$ cat config.mk
export PLATFORM = sky130hd
export DESIGN_NAME = ahb3_slave_decoder
export DESIGN_NICKNAME = d
export VERILOG_FILES = /design/src/common/ahb3_pkg.sv /design/src/ahb3_slave_decoder.sv
export SDC_FILE = /design/constraint.sdc
export NUM_CORES = 1
export LEC_CHECK = 0
export ABC_AREA = 1
export BUFFER_PORTS_ARGS = -buffer_cell sky130_fd_sc_hd__buf_2
export CAP_MARGIN = 0
export CELL_PAD_IN_SITES_DETAIL_PLACEMENT = 2
export CELL_PAD_IN_SITES_GLOBAL_PLACEMENT = 2
export CORE_MARGIN = 4
export CORE_UTILIZATION = 10
export CTS_CLUSTER_DIAMETER = 50
export DETAILED_ROUTE_END_ITERATION = 6
export MAX_ROUTING_LAYER = met4
export PLACE_DENSITY_LB_ADDON = 0.1
export SETUP_SLACK_MARGIN = 0.3
export SLEW_MARGIN = 10
export SYNTH_ARGS = -nofsm -noshare
export SYNTH_HDL_FRONTEND = slang
export SYNTH_SLANG_ARGS = --single-unit
export TNS_END_PERCENT = 5
$ cat constraint.sdc
create_clock -name HCLK -period 2.4 [get_ports HCLK]
set_clock_uncertainty 0.2 [all_clocks]
set_input_delay 0.48 -clock HCLK [delete_from_list [all_inputs] [get_ports HCLK]]
set_output_delay 0.48 -clock HCLK [all_outputs]
set_load 0.005 [all_outputs]
$ cat src/common/ahb3_pkg.sv
// Shared package: bus widths, bank geometry, address map and AHB-Lite enums
package ahb3_pkg;

  ////////////////////
  // Bus widths
  ////////////////////

  // Address and data bus
  localparam int HADDR_W = 32;
  localparam int HDATA_W = 32;
  // One enable per byte lane
  localparam int BE_W    = HDATA_W / 8;

  ////////////////////
  // Bank geometry
  ////////////////////

  // Words held by one bank
  localparam int BANK_WORDS    = 1024;
  // Word address width inside a bank
  localparam int BANK_ABITS    = 10;
  // Byte offset inside a word
  localparam int BYTE_OFS_BITS = 2;

  ////////////////////
  // Address map
  ////////////////////

  localparam logic [HADDR_W-1:0] BANK0_BASE = 32'h0000_0000;
  localparam logic [HADDR_W-1:0] BANK1_BASE = 32'h0000_1000;
  // 4 KB per bank, so the bank is picked by the bits above this
  localparam int BANK_SPAN_BITS = 12;

  ////////////////////
  // Bus encodings
  ////////////////////

  // Transfer type
  typedef enum logic [1:0] {
    IDLE   = 2'b00,
    BUSY   = 2'b01,
    NONSEQ = 2'b10,
    SEQ    = 2'b11
  } htrans_e;

  // Transfer size, codes above WORD handled as WORD
  typedef enum logic [2:0] {
    BYTE  = 3'b000,
    HWORD = 3'b001,
    WORD  = 3'b010
  } hsize_e;

  // Slave response
  typedef enum logic {
    OKAY  = 1'b0,
    ERROR = 1'b1
  } hresp_e;

  // Decoder target
  typedef enum logic [1:0] {
    BANK0 = 2'd0,
    BANK1 = 2'd1,
    NONE  = 2'd2
  } slave_sel_e;

  // Default slave FSM
  typedef enum logic [1:0] {
    ERR_IDLE   = 2'd0,
    ERR_FIRST  = 2'd1,
    ERR_SECOND = 2'd2
  } err_state_e;

endpackage

$ cat src/ahb3_slave_decoder.sv
// AHB-Lite address decoder with data-phase response mux and default error slave
`timescale 1ns/10ps

module ahb3_slave_decoder (
  input  logic                         HCLK,
  input  logic                         HRESETn,
  // Master address phase
  input  logic [ahb3_pkg::HADDR_W-1:0] haddr,
  input  ahb3_pkg::htrans_e            htrans,
  input  logic                         hready,
  // Bank 0 response
  input  logic                         bank0_hreadyout,
  input  logic [ahb3_pkg::HDATA_W-1:0] bank0_hrdata,
  input  ahb3_pkg::hresp_e             bank0_hresp,
  // Bank 1 response
  input  logic                         bank1_hreadyout,
  input  logic [ahb3_pkg::HDATA_W-1:0] bank1_hrdata,
  input  ahb3_pkg::hresp_e             bank1_hresp,
  // Selects
  output logic                         bank0_hsel,
  output logic                         bank1_hsel,
  // Response to the master, hreadyout is the bus hready
  output logic                         hreadyout,
  output logic [ahb3_pkg::HDATA_W-1:0] hrdata,
  output ahb3_pkg::hresp_e             hresp
);
  import ahb3_pkg::*;

  // Target of the current address phase
  slave_sel_e addr_sel;
  // Target of the current data phase
  slave_sel_e dsel_q;
  // Default slave
  err_state_e err_q;
  err_state_e err_next;
  // Active transfer into unmapped space
  logic       err_start;

  ////////////////////
  // Address decode
  ////////////////////

  // Bank picked by the bits above the 4 KB span
  always_comb begin
    if (haddr[HADDR_W-1:BANK_SPAN_BITS] == BANK0_BASE[HADDR_W-1:BANK_SPAN_BITS]) begin
      addr_sel = BANK0;
    end else if (haddr[HADDR_W-1:BANK_SPAN_BITS] == BANK1_BASE[HADDR_W-1:BANK_SPAN_BITS]) begin
      addr_sel = BANK1;
    end else begin
      addr_sel = NONE;
    end
  end

  assign bank0_hsel = (addr_sel == BANK0);
  assign bank1_hsel = (addr_sel == BANK1);

  assign err_start = (addr_sel == NONE) && (htrans == NONSEQ || htrans == SEQ);

  // Data-phase select follows accepted address phases
  always_ff @(posedge HCLK or negedge HRESETn) begin
    if (!HRESETn) begin
      dsel_q <= NONE;
    end else if (hready) begin
      dsel_q <= addr_sel;
    end
  end

  ////////////////////
  // Default slave
  ////////////////////

  // Two-cycle ERROR: wait state first, then completion
  always_comb begin
    err_next = err_q;
    case (err_q)
      ERR_FIRST: err_next = ERR_SECOND;
      // Idle and second cycle both sample a new address phase
      default: begin
        if (hready) begin
          err_next = err_start ? ERR_FIRST : ERR_IDLE;
        end
      end
    endcase
  end

  always_ff @(posedge HCLK or negedge HRESETn) begin
    if (!HRESETn) begin
      err_q <= ERR_IDLE;
    end else begin
      err_q <= err_next;
    end
  end

  ////////////////////
  // Response mux
  ////////////////////

  always_comb begin
    case (dsel_q)
      BANK0: begin
        hreadyout = bank0_hreadyout;
        hrdata    = bank0_hrdata;
        hresp     = bank0_hresp;
      end
      BANK1: begin
        hreadyout = bank1_hreadyout;
        hrdata    = bank1_hrdata;
        hresp     = bank1_hresp;
      end
      default: begin
        // Unmapped, so no read data
        hreadyout = (err_q != ERR_FIRST);
        hrdata    = '0;
        if (err_q == ERR_IDLE) begin
          hresp = OKAY;
        end else begin
          hresp = ERROR;
        end
      end
    endcase
  end

endmodule

== Yosys cells after proc, flatten, opt, wreduce, memory -nomap -nowiden ==
Index checks and enable logic that the tools add are counted.

* Eq/ne operators: 8
* Reductions and logical operators: 7
* Multiplexer cells: 9

{| class="wikitable"
|+ Operator list
! cell !! count
|-
| $pmux W32 S2 || 1
|-
| $eq A20 B1 Y1 const B || 1
|-
| $logic_not A20 Y1 || 1
|-
| $mux W2 || 4
|-
| $eq A2 B1 Y1 const B || 3
|-
| $eq A2 B2 Y1 const B || 3
|-
| $logic_not A2 Y1 || 3
|-
| $pmux W1 S2 || 2
|-
| $mux W1 || 2
|-
| $ne A2 B1 Y1 const B || 1
|-
| $reduce_bool A2 Y1 || 1
|-
| $logic_and A1 B1 Y1 || 1
|-
| $logic_or A1 B1 Y1 || 1
|}

* Output and inout bits: 36
* Register bits: 4
* Bits of input ports: 105
* Word-level logic and storage cells: 26

== Longest topological paths before layout ==
Gate-level depths: netlist of the first run.

* Depth after elaboration: 8
* Depth in mapped cells: 7
* Gate-level depth less buffers: 7

== Least setup slack after synthesis of the first run ==
OpenSTA, ideal clock, no wires.

* Path kind: register to output
* Start: reg dsel_q[1]
* End: out hrdata[10] (netlist bit)
* Path slack: 730 ps
* Required time: 1720 ps
* Arrival time: 990 ps
* Cell stages (with the launch flop): 4
* Path buffers: 1
* Path through: dfstp_2 > nor2_4 > buf_6 > a22o_1

* Longest elaborated chain between the ends: 2
* Elaborated cells between the ends (all ways): 3
* Those cells by class: 1 x eq/ne; 1 x mux; 1 x reduce/logical

{| class="wikitable"
|+ RTL lines
! what !! line !! text
|-
| from (decl) || ahb3_slave_decoder.sv:32 || <nowiki>slave_sel_e dsel_q;</nowiki>
|-
| from (signal assigned) || ahb3_slave_decoder.sv:64 || <nowiki>dsel_q <= addr_sel;</nowiki>
|-
| $eq A2 B1 Y1 / $logic_not A2 Y1 (equally long branches) || ahb3_slave_decoder.sv:99 || <nowiki>case (dsel_q)</nowiki>
|-
| $pmux W32 S2 (*) || ahb3_slave_decoder.sv:99 ||
|-
| to (decl) || ahb3_slave_decoder.sv:24 || <nowiki>output logic [ahb3_pkg::HDATA_W-1:0] hrdata,</nowiki>
|}

Every way passes the cells marked *; elsewhere a longest branch is shown, timed or not.

== Worst setup path in the final report of the first run ==
* Start: reg dsel_q[1]
* End: out hrdata[29] (netlist bit)

The elaborated chain is that of the path after synthesis.

==> results of run 1 <==
-- sequential cells by signal, summed over array words and instances (netlist names) --
name	count
err_q	2
dsel_q	2
-- stage by stage --
stage / util, % / cells / hold WS, ns / instance area [µm²]
finish: 24.2 / 307 / 0.310 / 1560
global route: 24.2 / 307 / 0.331 / 1560
CTS: 24.2 / 307 / 0.304 / 1560
detailed placement: 20.8 / 290 / 0.100 / 1340
global placement: 20.8 / 290 / 0.0878 / 1340
floorplan: - / 92 / -0.0156 / 679
-- timing repair --
| item | 4_1_cts | 5_1_grt |
|---|---|---|
| endpoints found under the hold margin | 3 | 0 |
| hold buffers | 1 | 0 |
| setup buffers | 9 | 0 |
| resized for setup | 3 | 0 |
| setup endpoints to repair | 34 | 36 |
| gates cloned | 3 | 0 |
| pin swaps | 4 | 0 |
-- routing by layer --
layer  vias up  GRT usage (%)  routed length [µm]
li1        620              -                   -
met1       596           12.4                1880
met2        79           20.9                2420
met3         2           3.08                 432
met4         0           2.42                  27
met5         -              -                   0
-- layout make-up --
| cell class | count | area (µm²) | share of cell area, % |
|---|---|---|---|
| clock buffer | 4 | 45.0 | 2.88 |
| multi-input combinational | 79 | 514 | 32.9 |
| timing repair buffer | 138 | 787 | 50.4 |
| sequential | 4 | 101 | 6.49 |
| inverter | 5 | 18.8 | 1.20 |
| tap | 77 | 96.3 | 6.16 |
-- power by group --
group          internal, µW  switching (µW)  total (µW)
clock network           114            40.3         154
logic                   131            84.2         215
registers              74.7            5.55        80.2
total                   319             130         449
-- worst paths after layout --
path,end,cells past startpoint
max,hrdata[29],5
min,err_q[1]$_DFFE_PN0P_,2
max reg2reg,dsel_q[1]$_DFFE_PN1P_,3
min reg2reg,err_q[0]$_DFFE_PN0P_,2
max in group asynchronous,dsel_q[1]$_DFFE_PN1P_,2
min in group asynchronous,err_q[0]$_DFFE_PN0P_,2
-- placed cells by master, fill, tap and decap left out --
cell type      instances
buf_2                127
a22o_1                28
nand2_1               15
nor2_1                15
nand3_1                6
buf_4                  5
nor2_4                 4
inv_1                  4
a22o_2                 4
o21ai_0                3
clkbuf_8               3
dfrtp_1                3
buf_12                 3
nand4_1                2
inv_2                  1
and2_1                 1
a21boi_0               1
clkbuf_1               1
bufbuf_16              1
dfstp_2                1
dlygate4sd3_1          1
buf_6                  1
-- worst max-delay path, stage by stage, from the launching register on --
cell     delay, ns
dfstp_2       0.57
buf_6         0.13
nor2_4        0.04
buf_12        0.16
a22o_1        0.20
buf_2         0.13
-- logic make-up after synthesis --
group	after synthesis	share of synthesized area, %
flip-flops	4	14.9
buffers and inverters	11	12.7
AO/OA/AOI/OAI	36	45.3
AND/OR/NAND/NOR	41	27.1
==> results.ini, run 1 <==
[timing]
rsz0062_at_grt=yes
setup_viol=0
min_period_over_period_pct=88.8
finalSetupTns_ns=0
final_hold_viol_count=0
fin_crit_ns=2.13
maxSlewViolCount=0
worstMarginPinSlew_ns=0.300
setup_ws_ns=0.268
max_freq_ghz=0.469
relSlewSlack_pct=80.0

[detailed_routing]
post_drt_via_cell_ratio=4.22
routed_wl_um=4770
wl_per_cell_um=15.5
dr.pass1.iters=4
drc=0
drtIter0Drc=31
ant_nets=0
vias=1297

[grt]
antenna_found_initial=0
grt_pass1_vias=1480
grt_pass1_wl_um=7420
grt_overflow=0
grt_max_degree=18
grt_use_total_pct=11.4

[logic_synthesis]
synth_common_cells=a22o_1 (28), nand2_1 (15), nor2_1 (15)
ys_async_sr_fraction_pct=100
ys_seq_elements=4
synthCells=92
synth_top_area_share_pct=36.1
synth_area_leader_cell=a22o_1
synth_most_common_cell=a22o_1
synthTopCellsByArea=a22o_1 (36%), dfrtp_1 (11%), buf_6 (9.9%)
yosys_warnings=0
synth_area_per_cell_um2=7.38
yosys_most_used_dff=dfrtp_1
syn-num-nets=197
synth_cell_types=15
synth_edf_count=0
syn_area_um2=679
seq_area_frac_synth_pct=14.9

[clock_tree]
clk_pin_slew_worst_paths_ns=0.03
cts_sinks=4
cts-root-buf=clkbuf_8
tritoncts=done
htree_num_levels=1
cts_buffer_depth=2
clk_latency_ns=0.22
numCtsBuffers=3

[layout]
synthToLayoutAreaGrowth_pct=130
drive_gt1_share_pct=65.2
fillCellCount=812
diodes=0
final_nets=336

[worst_setup_path]
r2r-start=dsel_q[1]$_DFFE_PN1P_
arrival_ns=1.45
r2r_setup_slack_ns=1.33
worstPathMaxFanout=17
start_kind=flip-flop
crit_start=dsel_q[1]$_DFFE_PN1P_
critical_path_class=flip-flop to output port
end_kind=output port
critPathRequiredTime_ns=1.72

[floorplan]
core_region_area_mm2=0.00646
die_y_um=90.4
ios=141
fp.dieW_um=90.4
die-area_mm2=0.00818
rows=29
start_util_pct=10.5

[power]
ir_worst_vdd_v=0.000184
p_leak_uw=0.000902
cellPowerDensity_mw_per_mm2=288
power.total_uw=449

[hold_path]
min-delay-start=hready
min_path_type=input pin to flip-flop

[place]
portBuffers=127
dp_slack_ns=0.229
place_hpwl_um=3920
gp_congestion=0.756

[run]
maxCapViolCount=0

[run_status]
status=completed

Note: power is estimated with default switching activity, not from simulation.
==> run 2, diff against run 1 <==
- ABC_AREA: 1 -> unset
- CELL_PAD_IN_SITES_DETAIL_PLACEMENT: 2 -> unset
- CELL_PAD_IN_SITES_GLOBAL_PLACEMENT: 2 -> unset
- CORE_UTILIZATION: 10 -> 29
- PLACE_DENSITY: unset -> 0.87
- PLACE_DENSITY_LB_ADDON: 0.1 -> unset
==> run 2 against run 1 <==
Worst hold slack got worse by 0.029 ns. Setup slack better by 0.057 ns. Non-clock buffer count is 3 lower. Global-route usage is 6.0 points higher. Synthesized cell count up 14%. Critical endpoint is now bank0_hsel. Highest routed layer unchanged.
==> results.ini, run 2 <==
[run_status]
status=completed

[grt]
grt_max_degree=21
grt_overflow=0
antenna_found_initial=0
grt_pass1_wl_um=4600
grt_pass1_vias=1147
grt_use_total_pct=17.4

[floorplan]
rows=18
fp.dieW_um=59.9
core_region_area_mm2=0.00252
die-area_mm2=0.00359
die_y_um=59.9
ios=141
start_util_pct=31.0

[worst_setup_path]
critical_path_class=input pin to output port
start_kind=input pin
arrival_ns=1.39
path_cells=buf_2, nor4_1, nand3_1, nor3_1, buf_2
worstPathMaxFanout=3
r2r-start=dsel_q[1]$_DFFE_PN1P_
rr_endpoint=dsel_q[1]$_DFFE_PN1P_
crit_buf_inv=2
reg2reg_depth=2
crit_slowest_cell=nor4_1
critPathMostFrequentCell=buf_2
cpPeakStageDelay_ns=0.34
end_kind=output port
critPathRequiredTime_ns=1.72
crit_start=haddr[28]
r2r_setup_slack_ns=1.15
crit_family=simple AND/OR/NAND/NOR gates

[timing]
final_hold_viol_count=0
rsz0062_at_grt=yes
fin_crit_ns=2.07
setup_ws_ns=0.325
maxSlewViolCount=0
relSlewSlack_pct=75.0
min_period_over_period_pct=86.5
finalSetupTns_ns=0
setup_viol=0
max_freq_ghz=0.482
worstMarginPinSlew_ns=0.375

[detailed_routing]
routed_wl_um=3200
ant_nets=0
drc=0
dr.pass1.iters=4
wl_per_cell_um=12.0
vias=1267
post_drt_via_cell_ratio=4.76
drtIter0Drc=12

[power]
cellPowerDensity_mw_per_mm2=222
ir_worst_vdd_v=0.000204
p_leak_uw=0.000829

[hold_path]
min_path_type=input pin to flip-flop
min-delay-start=hready
whs_path_depth=2
hold_end=err_q[1]$_DFFE_PN0P_

[logic_synthesis]
synth_area_leader_cell=mux2i_1
synthCells=105
syn-num-nets=210
synth_cell_types=23
synthTopCellsByArea=mux2i_1 (42%), nor2_1 (16%), dfrtp_1 (9.6%)
yosys_most_used_dff=dfrtp_1
synth_area_per_cell_um2=7.45
yosys_warnings=0
synth_common_cells=nor2_1 (34), mux2i_1 (33), a21oi_1 (4), buf_4 (4)
seq_area_frac_synth_pct=13.0
ys_async_sr_fraction_pct=100
synth_edf_count=0
synth_most_common_cell=nor2_1
synth_top_area_share_pct=42.2
ys_seq_elements=4
syn_area_um2=782

[place]
dp_slack_ns=0.343
place_hpwl_um=2820
portBuffers=127
gp_congestion=0.714
dp_cells=258

[clock_tree]
htree_num_levels=1
clk_pin_slew_worst_paths_ns=0.04
tritoncts=done
clk_latency_ns=0.24
cts-root-buf=clkbuf_4
cts_buffer_depth=2
cts_sinks=4
numCtsBuffers=3

[layout]
final_nets=342
synthToLayoutAreaGrowth_pct=94.2
fillCellCount=258
mostFrequentLayoutCells=buf_2 (127), nor2_1 (34), mux2i_1 (33)
diodes=0
drive_gt1_share_pct=61.0
fin_cells=266
largestRegisters=dsel_q (2), err_q (2)
final_common_cell=buf_2

[run]
maxCapViolCount=0

[run 2: changes by cell type after synthesis, sizes merged, moves of 3 or more]
cell / before / now
a21oi: 0 / 4
nor3: 0 / 3
nor4: 0 / 4
nand3: 6 / 1
mux2i: 0 / 33
a22o: 32 / 0
nor2: 17 / 34
nand2: 15 / 2
[run 2: what timing repair did]
| action | in CTS | in global routing |
|---|---|---|
| setup buffers | 0 | 3 |
| endpoints found under the setup margin | 13 | 29 |
| gates resized for setup | 1 | 1 |
| cloned | 0 | 0 |
| hold buffers | 1 | 0 |
| hold endpoints to repair | 3 | 0 |
[run 2: per-stage QoR]
step	util, %	total power (µW)	hold slack, ns	cell area, µm²
floorplan	-	146	-0.0156	782
global placement	57.6	236	0.0848	1450
detailed placement	57.6	246	0.0876	1450
CTS	59.2	344	0.274	1490
global route	60.2	362	0.285	1520
finish	60.2	337	0.281	1520
[run 2: power by group]
part | leakage, µW | switching (µW) | internal, µW | total (µW)
clock network | 0.0000150 | 30.5 | 62.6 | 93.1
registers | 0.0000466 | 13.5 | 81.8 | 95.3
logic | 0.000768 | 56.2 | 92.2 | 148
total | 0.000829 | 100 | 237 | 337
[run 2: worst register-to-register path: stages (launching register included)]
cell and delay [ns]:
dfstp_2 0.76, nor2_1 0.09, a21oi_1 0.13
[run 2: per-layer routing]
layer	vias up	part of all wire, %	track usage, %
met4	0	3.7	11.4
met3	12	13	0.864
met5	-	0	-
met1	536	30	17.3
li1	630	-	-
met2	89	52	32.4
[run 2: worst max-delay path by stage]
| stage | endpoint | slack [ns] | cells after the start |
|---|---|---|---|
| 4_1_cts | hrdata[2] | 0.30 | 4 |
| 2_1_floorplan | bank0_hsel | 0.60 | 3 |
| 6_report | bank0_hsel | 0.33 | 5 |
| 3_3_place_gp | bank0_hsel | 0.35 | 5 |
| 5_1_grt | bank0_hsel | 0.24 | 5 |
| 3_5_place_dp | bank0_hsel | 0.34 | 5 |
[run 2: cells by family (layout without fill, tap and decap cells)]
family,Yosys count,count (layout),synth area share (%)
flops,4,4,13.0
mux,34,34,43.7
compound gates,9,9,7.52
buf+inv,11,142,7.36
simple gates,47,47,28.5
[run 2: final cells by class]
| type | instances | area [µm²] | area share [%] |
|---|---|---|---|
| Sequential cell | 4 | 103 | 6.75 |
| Tap cell | 30 | 37.5 | 2.47 |
| Multi-Input combinational cell | 90 | 623 | 41.0 |
| Clock buffer | 4 | 26.3 | 1.73 |
| Timing Repair Buffer | 135 | 718 | 47.3 |
| Inverter | 3 | 11.3 | 0.741 |
